--- src/common/fifo_defs.svh ---
/*
 * Default widths and depth of the asymmetric FIFO.
 * Included by the package and by modules that take their parameter defaults from it.
 */
`ifndef FIFO_DEFS_SVH
`define FIFO_DEFS_SVH

// narrow write side
`define FIFO_W_DATA_W 8
// wide read side, a power-of-two multiple of the write width
`define FIFO_R_DATA_W 32
// capacity exponent in narrow units
`define FIFO_ADDR_W 6

`endif

--- src/common/fifo_pkg.sv ---
/*
 * Shared types of the FIFO: RAM access structs and the per-cycle operation.
 * Referenced with scoped names by the FIFO, the RAM and the checker.
 */
`include "fifo_defs.svh"

package fifo_pkg;

   localparam int RATIO = `FIFO_R_DATA_W / `FIFO_W_DATA_W;
   localparam int RATIO_W = $clog2(RATIO);
   // RAM is addressed in wide words
   localparam int MEM_ADDR_W = `FIFO_ADDR_W - RATIO_W;

   typedef struct packed {
      logic                      en;
      logic [MEM_ADDR_W-1:0]     addr;
      logic [`FIFO_R_DATA_W-1:0] data;
      logic [RATIO-1:0]          strb;
   } mem_wr_t;

   typedef struct packed {
      logic                  en;
      logic [MEM_ADDR_W-1:0] addr;
   } mem_rd_t;

   // accepted operations in one cycle, bit 0 write and bit 1 read
   typedef enum logic [1:0] {
      OP_IDLE  = 2'b00,
      OP_WRITE = 2'b01,
      OP_READ  = 2'b10,
      OP_BOTH  = 2'b11
   } fifo_op_e;

endpackage

--- src/source/dp_ram.sv ---
/*
 * Simple dual-port RAM, one write port with lane strobes and one registered read port.
 * Read data updates only on a read enable and holds otherwise.
 */
`timescale 1ns/100ps
`include "fifo_defs.svh"

module dp_ram #(
   parameter int DATA_W = `FIFO_R_DATA_W,
   parameter int ADDR_W = fifo_pkg::MEM_ADDR_W,
   parameter int LANES  = fifo_pkg::RATIO
) (
   input  logic              clk_i,
   input  fifo_pkg::mem_wr_t wr_i,
   input  fifo_pkg::mem_rd_t rd_i,
   output logic [DATA_W-1:0] rdata_o
);

   localparam int LANE_W = DATA_W / LANES;
   localparam int DEPTH = 1 << ADDR_W;

   logic [DATA_W-1:0] mem [DEPTH];

   always_ff @(posedge clk_i) begin
      if (wr_i.en) begin
         for (int i = 0; i < LANES; i++) begin
            if (wr_i.strb[i]) begin
               mem[wr_i.addr][i*LANE_W +: LANE_W] <= wr_i.data[i*LANE_W +: LANE_W];
            end
         end
      end
   end

   // one cycle read latency
   always_ff @(posedge clk_i) begin
      if (rd_i.en) begin
         rdata_o <= mem[rd_i.addr];
      end
   end

endmodule

--- src/fifo_sync/asym_converter.sv ---
/*
 * Maps narrow FIFO writes onto byte lanes of the wide RAM and addresses whole words on read.
 * Lane 0 of each word holds the earliest byte written to it.
 */
`timescale 1ns/100ps
`include "fifo_defs.svh"

module asym_converter #(
   parameter int W_DATA_W = `FIFO_W_DATA_W,
   parameter int R_DATA_W = `FIFO_R_DATA_W,
   parameter int ADDR_W   = `FIFO_ADDR_W
) (
   input  logic                clk_i,
   input  logic                rst_n_i,
   input  logic                w_en_i,
   input  logic [ADDR_W-1:0]   w_addr_i,
   input  logic [W_DATA_W-1:0] w_data_i,
   input  logic                r_en_i,
   input  logic [ADDR_W-1:0]   r_addr_i,
   output logic [R_DATA_W-1:0] r_data_o,
   output fifo_pkg::mem_wr_t   mem_wr_o,
   output fifo_pkg::mem_rd_t   mem_rd_o,
   input  logic [R_DATA_W-1:0] mem_rdata_i
);

   localparam int RATIO = R_DATA_W / W_DATA_W;
   localparam int RATIO_W = $clog2(RATIO);

   logic [RATIO_W-1:0]  w_lane;
   logic                r_vld_q;
   logic [R_DATA_W-1:0] r_hold_q;

   // low address bits pick the lane, the rest the word
   assign w_lane = w_addr_i[RATIO_W-1:0];

   always_comb begin
      mem_wr_o.en           = w_en_i;
      mem_wr_o.addr         = w_addr_i[ADDR_W-1:RATIO_W];
      mem_wr_o.data         = {RATIO{w_data_i}};
      mem_wr_o.strb         = '0;
      mem_wr_o.strb[w_lane] = 1'b1;
   end

   // read counter is word aligned
   always_comb begin
      mem_rd_o.en   = r_en_i;
      mem_rd_o.addr = r_addr_i[ADDR_W-1:RATIO_W];
   end

   // marks the cycle the RAM returns a fresh word
   always_ff @(posedge clk_i) begin
      if (!rst_n_i) begin
         r_vld_q <= 1'b0;
      end else begin
         r_vld_q <= r_en_i;
      end
   end

   always_ff @(posedge clk_i) begin
      if (r_vld_q) begin
         r_hold_q <= mem_rdata_i;
      end
   end

   // last word stays on the output until the next accepted read
   assign r_data_o = r_vld_q ? mem_rdata_i : r_hold_q;

endmodule

--- src/fifo_sync/fifo_sync.sv ---
/*
 * Synchronous FIFO control: narrow writes, wide reads, level counted in narrow units.
 * Drives an external dual-port RAM through the asymmetric converter.
 */
`timescale 1ns/100ps
`include "fifo_defs.svh"

module fifo_sync #(
   parameter int W_DATA_W = `FIFO_W_DATA_W,
   parameter int R_DATA_W = `FIFO_R_DATA_W,
   parameter int ADDR_W   = `FIFO_ADDR_W
) (
   input  logic                clk_i,
   input  logic                rst_n_i,
   input  logic                w_en_i,
   input  logic [W_DATA_W-1:0] w_data_i,
   output logic                w_full_o,
   input  logic                r_en_i,
   output logic [R_DATA_W-1:0] r_data_o,
   output logic                r_empty_o,
   output logic [ADDR_W:0]     level_o,
   output fifo_pkg::mem_wr_t   mem_wr_o,
   output fifo_pkg::mem_rd_t   mem_rd_o,
   input  logic [R_DATA_W-1:0] mem_rdata_i
);

   localparam int RATIO = R_DATA_W / W_DATA_W;
   localparam logic [ADDR_W-1:0] R_STEP = ADDR_W'(RATIO);
   localparam logic [ADDR_W:0] R_INCR = {1'b0, R_STEP};
   localparam logic [ADDR_W:0] CAPACITY = {1'b1, {ADDR_W{1'b0}}};

   logic               w_en_int;
   logic               r_en_int;
   logic [ADDR_W-1:0]  w_addr_q;
   logic [ADDR_W-1:0]  r_addr_q;
   logic [ADDR_W:0]    level_q;
   logic [ADDR_W:0]    level_nxt;
   fifo_pkg::fifo_op_e op;

   // requests past the flags are dropped
   assign w_en_int = w_en_i & ~w_full_o;
   assign r_en_int = r_en_i & ~r_empty_o;

   assign op = fifo_pkg::fifo_op_e'({r_en_int, w_en_int});

   always_comb begin
      case (op)
         fifo_pkg::OP_WRITE: level_nxt = level_q + 1'b1;
         fifo_pkg::OP_READ:  level_nxt = level_q - R_INCR;
         fifo_pkg::OP_BOTH:  level_nxt = level_q + 1'b1 - R_INCR;
         default:            level_nxt = level_q;
      endcase
   end

   // both counters in narrow units, read steps one word
   always_ff @(posedge clk_i) begin
      if (!rst_n_i) begin
         w_addr_q <= '0;
         r_addr_q <= '0;
      end else begin
         if (w_en_int) begin
            w_addr_q <= w_addr_q + 1'b1;
         end
         if (r_en_int) begin
            r_addr_q <= r_addr_q + R_STEP;
         end
      end
   end

   // flags follow the next level so they change with it
   always_ff @(posedge clk_i) begin
      if (!rst_n_i) begin
         level_q   <= '0;
         r_empty_o <= 1'b1;
         w_full_o  <= 1'b0;
      end else begin
         level_q   <= level_nxt;
         r_empty_o <= level_nxt < R_INCR;
         w_full_o  <= level_nxt == CAPACITY;
      end
   end

   assign level_o = level_q;

   asym_converter #(
      .W_DATA_W(W_DATA_W),
      .R_DATA_W(R_DATA_W),
      .ADDR_W  (ADDR_W)
   ) u_conv (
      .clk_i      (clk_i),
      .rst_n_i    (rst_n_i),
      .w_en_i     (w_en_int),
      .w_addr_i   (w_addr_q),
      .w_data_i   (w_data_i),
      .r_en_i     (r_en_int),
      .r_addr_i   (r_addr_q),
      .r_data_o   (r_data_o),
      .mem_wr_o   (mem_wr_o),
      .mem_rd_o   (mem_rd_o),
      .mem_rdata_i(mem_rdata_i)
   );

endmodule

--- src/source/fifo_top.sv ---
/*
 * Top level of the asymmetric FIFO: control block plus its dual-port RAM.
 * Byte-wide writes in, word-wide reads out.
 */
`timescale 1ns/100ps
`include "fifo_defs.svh"

module fifo_top (
   input  logic                      clk_i,
   input  logic                      rst_n_i,
   input  logic                      w_en_i,
   input  logic [`FIFO_W_DATA_W-1:0] w_data_i,
   output logic                      w_full_o,
   input  logic                      r_en_i,
   output logic [`FIFO_R_DATA_W-1:0] r_data_o,
   output logic                      r_empty_o,
   output logic [`FIFO_ADDR_W:0]     level_o
);

   localparam int RATIO = `FIFO_R_DATA_W / `FIFO_W_DATA_W;
   localparam int MEM_ADDR_W = `FIFO_ADDR_W - $clog2(RATIO);

   fifo_pkg::mem_wr_t         mem_wr;
   fifo_pkg::mem_rd_t         mem_rd;
   logic [`FIFO_R_DATA_W-1:0] mem_rdata;

   fifo_sync #(
      .W_DATA_W(`FIFO_W_DATA_W),
      .R_DATA_W(`FIFO_R_DATA_W),
      .ADDR_W  (`FIFO_ADDR_W)
   ) u_fifo (
      .clk_i      (clk_i),
      .rst_n_i    (rst_n_i),
      .w_en_i     (w_en_i),
      .w_data_i   (w_data_i),
      .w_full_o   (w_full_o),
      .r_en_i     (r_en_i),
      .r_data_o   (r_data_o),
      .r_empty_o  (r_empty_o),
      .level_o    (level_o),
      .mem_wr_o   (mem_wr),
      .mem_rd_o   (mem_rd),
      .mem_rdata_i(mem_rdata)
   );

   dp_ram #(
      .DATA_W(`FIFO_R_DATA_W),
      .ADDR_W(MEM_ADDR_W),
      .LANES (RATIO)
   ) u_ram (
      .clk_i  (clk_i),
      .wr_i   (mem_wr),
      .rd_i   (mem_rd),
      .rdata_o(mem_rdata)
   );

endmodule

--- config.mk ---
export PLATFORM = sky130hd
export DESIGN_NAME = fifo_top
export DESIGN_NICKNAME = d
export VERILOG_FILES = /design/src/common/fifo_pkg.sv /design/src/source/dp_ram.sv /design/src/fifo_sync/asym_converter.sv /design/src/fifo_sync/fifo_sync.sv /design/src/source/fifo_top.sv
export VERILOG_INCLUDE_DIRS = /design/src /design/src/common
export SDC_FILE = /design/constraint.sdc
export NUM_CORES = 1
export LEC_CHECK = 0
export BUFFER_PORTS_ARGS = -buffer_cell sky130_fd_sc_hd__buf_2
export CELL_PAD_IN_SITES_DETAIL_PLACEMENT = 0
export CELL_PAD_IN_SITES_GLOBAL_PLACEMENT = 1
export CORE_MARGIN = 2
export CORE_UTILIZATION = 45
export CTS_CLUSTER_DIAMETER = 60
export CTS_CLUSTER_SIZE = 28
export DETAILED_ROUTE_END_ITERATION = 10
export PLACE_DENSITY_LB_ADDON = 0.1
export SYNTH_ARGS = -nofsm -noshare
export SYNTH_HDL_FRONTEND = slang
export SYNTH_SLANG_ARGS = --single-unit
export TNS_END_PERCENT = 5
--- constraint.sdc ---
create_clock -name clk_i -period 8.3 [get_ports clk_i]
set_input_delay 0 -clock clk_i [delete_from_list [all_inputs] [get_ports clk_i]]
set_output_delay 0 -clock clk_i [all_outputs]
set_load 0.02 [all_outputs]
## After elaboration in Yosys (flattened, before gate mapping)

Memories as Yosys holds them, arrays and structs flattened. A register that Yosys moved wholly into a read port is not among the register bits.
Cells that the tools add are included.

- Add/subtract/negate cells: 5
- $mul: 0
- Div/mod/pow operators: 0
- $lt $le $gt $ge: 3
- Eq/ne operators: 4
- Shifts and indexed selects: 0
- Muxes and demuxes: 16
- Bitwise logic cells: 4
- Reductions and logical operators: 1

Operator list:

| cell | count |
|---|---|
| $mux 32 | 1 |
| $pmux 7 s3 | 1 |
| $sub 7x3->7 const B | 2 |
| $mux 1 | 13 |
| $add 7x1->7 const B | 1 |
| $eq 7x7->1 const B | 1 |
| $lt 7x3->1 const B | 1 |
| $add 6x1->6 const B | 1 |
| $add 6x3->6 const B | 1 |
| $eq 2x2->1 const B | 2 |
| $lt 2x3->1 const B | 1 |
| $and 1x1->1 | 2 |
| $demux 1 s2 | 1 |
| $eq 2x1->1 const B | 1 |
| $ge 2x1->1 const B | 1 |
| $not 1->1 | 2 |
| $logic_and 1x1->1 | 1 |

- Bits in registers: 54
- Bits in latches: 0
- Memory bits (writable): 512
- Bits in read-only memories: 0
- Output and inout bits: 41
- Word-level logic and storage cells: 41
- Memories kept: 1

Memory list:

| memory | depth | bits a word | rd ports | clocked after memory_dff | wr ports | line | source |
|---|---|---|---|---|---|---|---|
| u_ram.mem | 16 | 32 | 1 | 1 | 1 | dp_ram.sv:22 | `logic [DATA_W-1:0] mem [DEPTH];` |

## Depth between registers and ports, before layout

- Word-level depth: 7
- Gate-level depth with buffers: 11
- Mapped depth without buffers: 10

## Hierarchy

From an unflattened synthesis, not the netlist that was laid out.

- Cell total of the unflattened synthesis: 1138
- Area total of the unflattened synthesis: 23038.3 sq um

By module, submodules not included:

| module | instances | cells each | area each (sq um) | seq. area each (sq um) |
|---|---|---|---|---|
| dp_ram | 1 | 909 | 20419.6 | 16335.7 |
| asym_converter | 1 | 116 | 1549.0 | 660.6 |
| fifo_sync | 1 | 113 | 1069.8 | 380.4 |

## Worst setup path after synthesis

No wires, ideal clock.

- Path kind: register to register
- From: register u_fifo.r_empty_o
- To: register u_fifo.w_full_o
- Setup time: 0.091 ns
- Arrival: 2.979 ns
- Required time: 8.209 ns
- Setup slack: 5.229 ns
- Stages on the path, launching flop included: 12
- Buffers on the path: 1
- Clock period less this slack: 3.071 ns
- Cells stage by stage: dfxtp_1 > nand2b_1 > buf_4 > clkinv_1 > nand2_1 > xor2_1 > ha_1 > nand2_1 > or4_1 > o21ai_2 > xnor2_1 > nor4bb_1

RTL lines:

| item | line | source |
|---|---|---|
| from (decl) | fifo_sync.sv:20 | `output logic r_empty_o,` |
| from (signal assigned) | fifo_sync.sv:78 | `r_empty_o <= level_nxt < R_INCR;` |
| to (signal assigned) | fifo_sync.sv:75 | `w_full_o <= 1'b0;` |
| to (signal assigned) | fifo_sync.sv:79 | `w_full_o <= level_nxt == CAPACITY;` |
| to (decl) | fifo_sync.sv:17 | `output logic w_full_o,` |

==> metrics.md <==
| Metric | Value |
|---|---|
| Largest area contributor in the netlist | `edfxtp_1` |
| Sequential fraction of the synthesis area | `76.7%` |
| CTS clk-pin slew, worst paths | `0.09 ns` |
| Switching power | `0.00176 W` |
| Final worst slack | `4.90 ns` |
| IO Count | `53` |
| Area Growth Syn to Fin | `11.1%` |
| Distinct cells, synth | `37` |
| Std-Cell Rows | `82` |
| Period utilization | `40.9%` |
| Combinational power share | `13.8%` |
| Crit path DAT | `3.72 ns` |
| Worst slack, placed | `4.95 ns` |
| Initial Utilization | `45.4%` |
| Post-CTS Setup Bufs | `0` |
| Data required time at the worst endpoint | `8.62 ns` |
| CP Launch Type | `flop` |
| Worst Hold Class | `in -> reg` |
| Max cap viols | `0` |
| Power per cell area | `266 nW/um^2` |
| Post-CTS sizing | `0` |
| Mapped Area | `22,600 um^2` |
| Int Power | `0.00492 W` |
| Vias in the first global route | `10,200` |
| Max stage delay cell, worst path | `dfxtp_4` |
| Gr usage total | `19.4%` |
| Global route overflow | `0` |
| Residual DRC | `0` |
| Share of cells above drive strength 1 | `31.2%` |
| Area share of the largest cell type after synthesis | `72.1%` |
| Die Height | `228 um` |
| Final Skew | `0.0248 ns` |
| Most used cell, CP | `mux4_2` |
| DP HPWL | `26.8 mm` |
| Num CTS Buffers | `42` |
| Final Setup Violations | `0` |
| Die Area | `52,100 um^2` |
| #FFs+latches synth | `596` |
| Finished Layout Cells | `1,795` |
| Syn Area/Cell | `22.1 um^2` |
| CTS Root Cell | `clkbuf_16` |
| Vias per cell | `5.62` |
| Share of power burned in registers | `52.8%` |
| Hold_ws | `0.0978 ns` |
| H-tree depth | `2` |
| Nets | `1,108` |
| CP cell instances | `buf_4 > mux4_2 > mux4_2` |
| Clk pwr share | `33.4%` |
| RSZ-0062 raised after global routing | `no` |
| Port bufs | `52` |
| Setup TNS | `0 ns` |
| Ant. Diodes | `0` |
| Synth Net Count | `1,043` |
| Commonest non-fill, non-tap cell in the layout | `edfxtp_1` |
| Filler cell count | `4,036` |
| CP Max Fanout | `67` |
| Worst path buffer plus inverter count | `1` |
| Status | `finished, final reports clean` |
| Placed cells | `1,714` |
| Die Wd | `228 um` |
| Global-route wire length before repair | `72.4 mm` |
| Maximum vdd drop | `0.187 mV` |
| Clock Tree Buf Depth | `3` |
| Most frequent cells in the layout | `edfxtp_1 (544), mux4_2 (160), nor2_1 (68)` |
| Ranking of synthesized cells by area | `edfxtp_1 (72%), mux4_2 (16%), dfxtp_1 (4.6%), mux2_2 (1.6%), nor2_1 (1.1%)` |
| Fin crit period | `3.40 ns` |
| Clk_lat worst skew | `0.59 ns` |
| Synthesized netlist cell count | `1,024` |
| Drt first pass iters | `5` |
| Core ar. | `49,900 um^2` |
| Initial antenna violation count | `0` |
| Post-synth EDFFs | `544` |
| CP top delay family | `flip-flops` |
| Max Slew Vio Count | `0` |
| Vias | `10,100` |
| WL/cell | `27.5 um` |
| Clock Sinks | `596` |
| Synth warn | `0` |
| LEAKAGE | `7.67 nW` |
| Routability cong. | `0.750` |
| WL final | `49.3 mm` |
| Sw frac | `26.3%` |
| Final core occ | `50.4%` |
| Worst setup EP type | `flop` |
| Synth Flop Type | `edfxtp_1` |
| Setup CP Type | `reg -> reg` |
| Async S/R FF share, synth | `0%` |
| Least-Margin Pin Slew | `1.25 ns` |
| Slowest stage delay, CP | `1.10 ns` |
| Max-slew headroom | `16.0%` |
| Starting DRT DRC Count | `1,078` |
| TritonCTS clock tree | `yes` |
| Pin count of the biggest net entering global routing | `93` |
| Antenna viol nets, final | `0` |
| Hold Violations, Final | `0` |
| Max Clk Rate | `295 MHz` |
==> cell type report <==
class                   count  area [um^2]  share of cell area [%]
repair buffers             76          460                    1.83
inverters                   4         15.0                  0.0597
clock inverters            35          450                    1.79
well taps                 672          841                    3.34
flip-flops and latches    596        17400                    69.1
multi-input cells         369         4940                    19.6
clock buffers              43         1050                    4.19
==> worst register-to-register path, cell delays in order (launching register included) <==
cell	delay [ns]
dfxtp_4	1.10
buf_4	0.99
mux4_2	0.55
mux4_2	0.48
==> cells in the mapped netlist (all sizes together) (2+ instances only) <==
library cell    n
nand3           8
inv             3
xnor2          17
buf            28
a21boi          4
dfxtp          52
ha              7
nor2           68
o21ai           3
nand2b          2
edfxtp        544
mux2           32
nor3            3
nor2b           9
mux4          160
xor2            3
nand2          25
nand4           7
clkbuf         27
and2           10
==> per-layer routing <==
metal / up-vias / GRT usage (%) / routed length (um)
li1: 4326 / - / -
met1: 5456 / 28.8 / 22100
met2: 267 / 31.2 / 24100
met3: 43 / 2.58 / 2450
met4: 0 / 3.76 / 659
met5: - / 0 / 0
==> power groups by stage <==
stage | Combinational, W | Clock, W | Sequential [W]
global placement | 0.000936 | 0 | 0.00360
floorplan | 0.000736 | 0 | 0.00354
finish | 0.000924 | 0.00223 | 0.00353
CTS | 0.000946 | 0.00229 | 0.00353
global route | 0.000998 | 0.00240 | 0.00355
detailed placement | 0.000941 | 0 | 0.00360
==> flip-flops by register name (all words and copies together) (netlist names) <==
name,flops
u_fifo.u_conv.r_vld_q,1
u_fifo.u_conv.r_hold_q,32
u_ram.rdata_o,32
u_fifo.r_empty_o,1
u_ram.mem,512
u_fifo.r_addr_q,4
u_fifo.w_full_o,1
u_fifo.w_addr_q,6
u_fifo.level_o,7
==> cells by family (layout without fill, tap and decap cells) <==
| logic type | count (synthesis) | count (layout) | synth area share (%) |
|---|---|---|---|
| DFF | 596 | 596 | 76.7 |
| and+or+nand+nor | 139 | 139 | 2.81 |
| buffers and inverters | 59 | 158 | 1.43 |
| xor gates and xnor gates | 20 | 20 | 0.774 |
| AOI/OAI and AO/OA | 10 | 10 | 0.304 |
| adders and majority gates | 7 | 7 | 0.387 |
| muxes | 193 | 193 | 17.6 |
==> what timing repair did <==
action	CTS	global route
setup endpoints to repair	0	0
hold buffers	3	0
hold endpoints to repair	20	0
==> final timing paths <==
path	from	depth (start not counted)	slack [ns]	end
worst min-delay path	w_data_i[4]	2	0.1	u_ram.mem[7][12]
worst max-delay path	u_fifo.r_addr_q[3]	3	4.90	u_ram.rdata_o[6]
worst min register to register	u_fifo.u_conv.r_hold_q[7]	1	0.47	u_fifo.u_conv.r_hold_q[7]
worst max register to register	u_fifo.r_addr_q[3]	3	4.90	u_ram.rdata_o[6]
==> through the flow <==
| step | instance area [um^2] | power, W |
|---|---|---|
| after floorplan | 22600 | 0.00427 |
| after global placement | 23600 | 0.00454 |
| after detailed placement | 23600 | 0.00454 |
| after CTS | 25200 | 0.00677 |
| after global routing | 25200 | 0.00695 |
| final | 25200 | 0.00668 |
No activity file was read; power rests on OpenSTA's default activity.
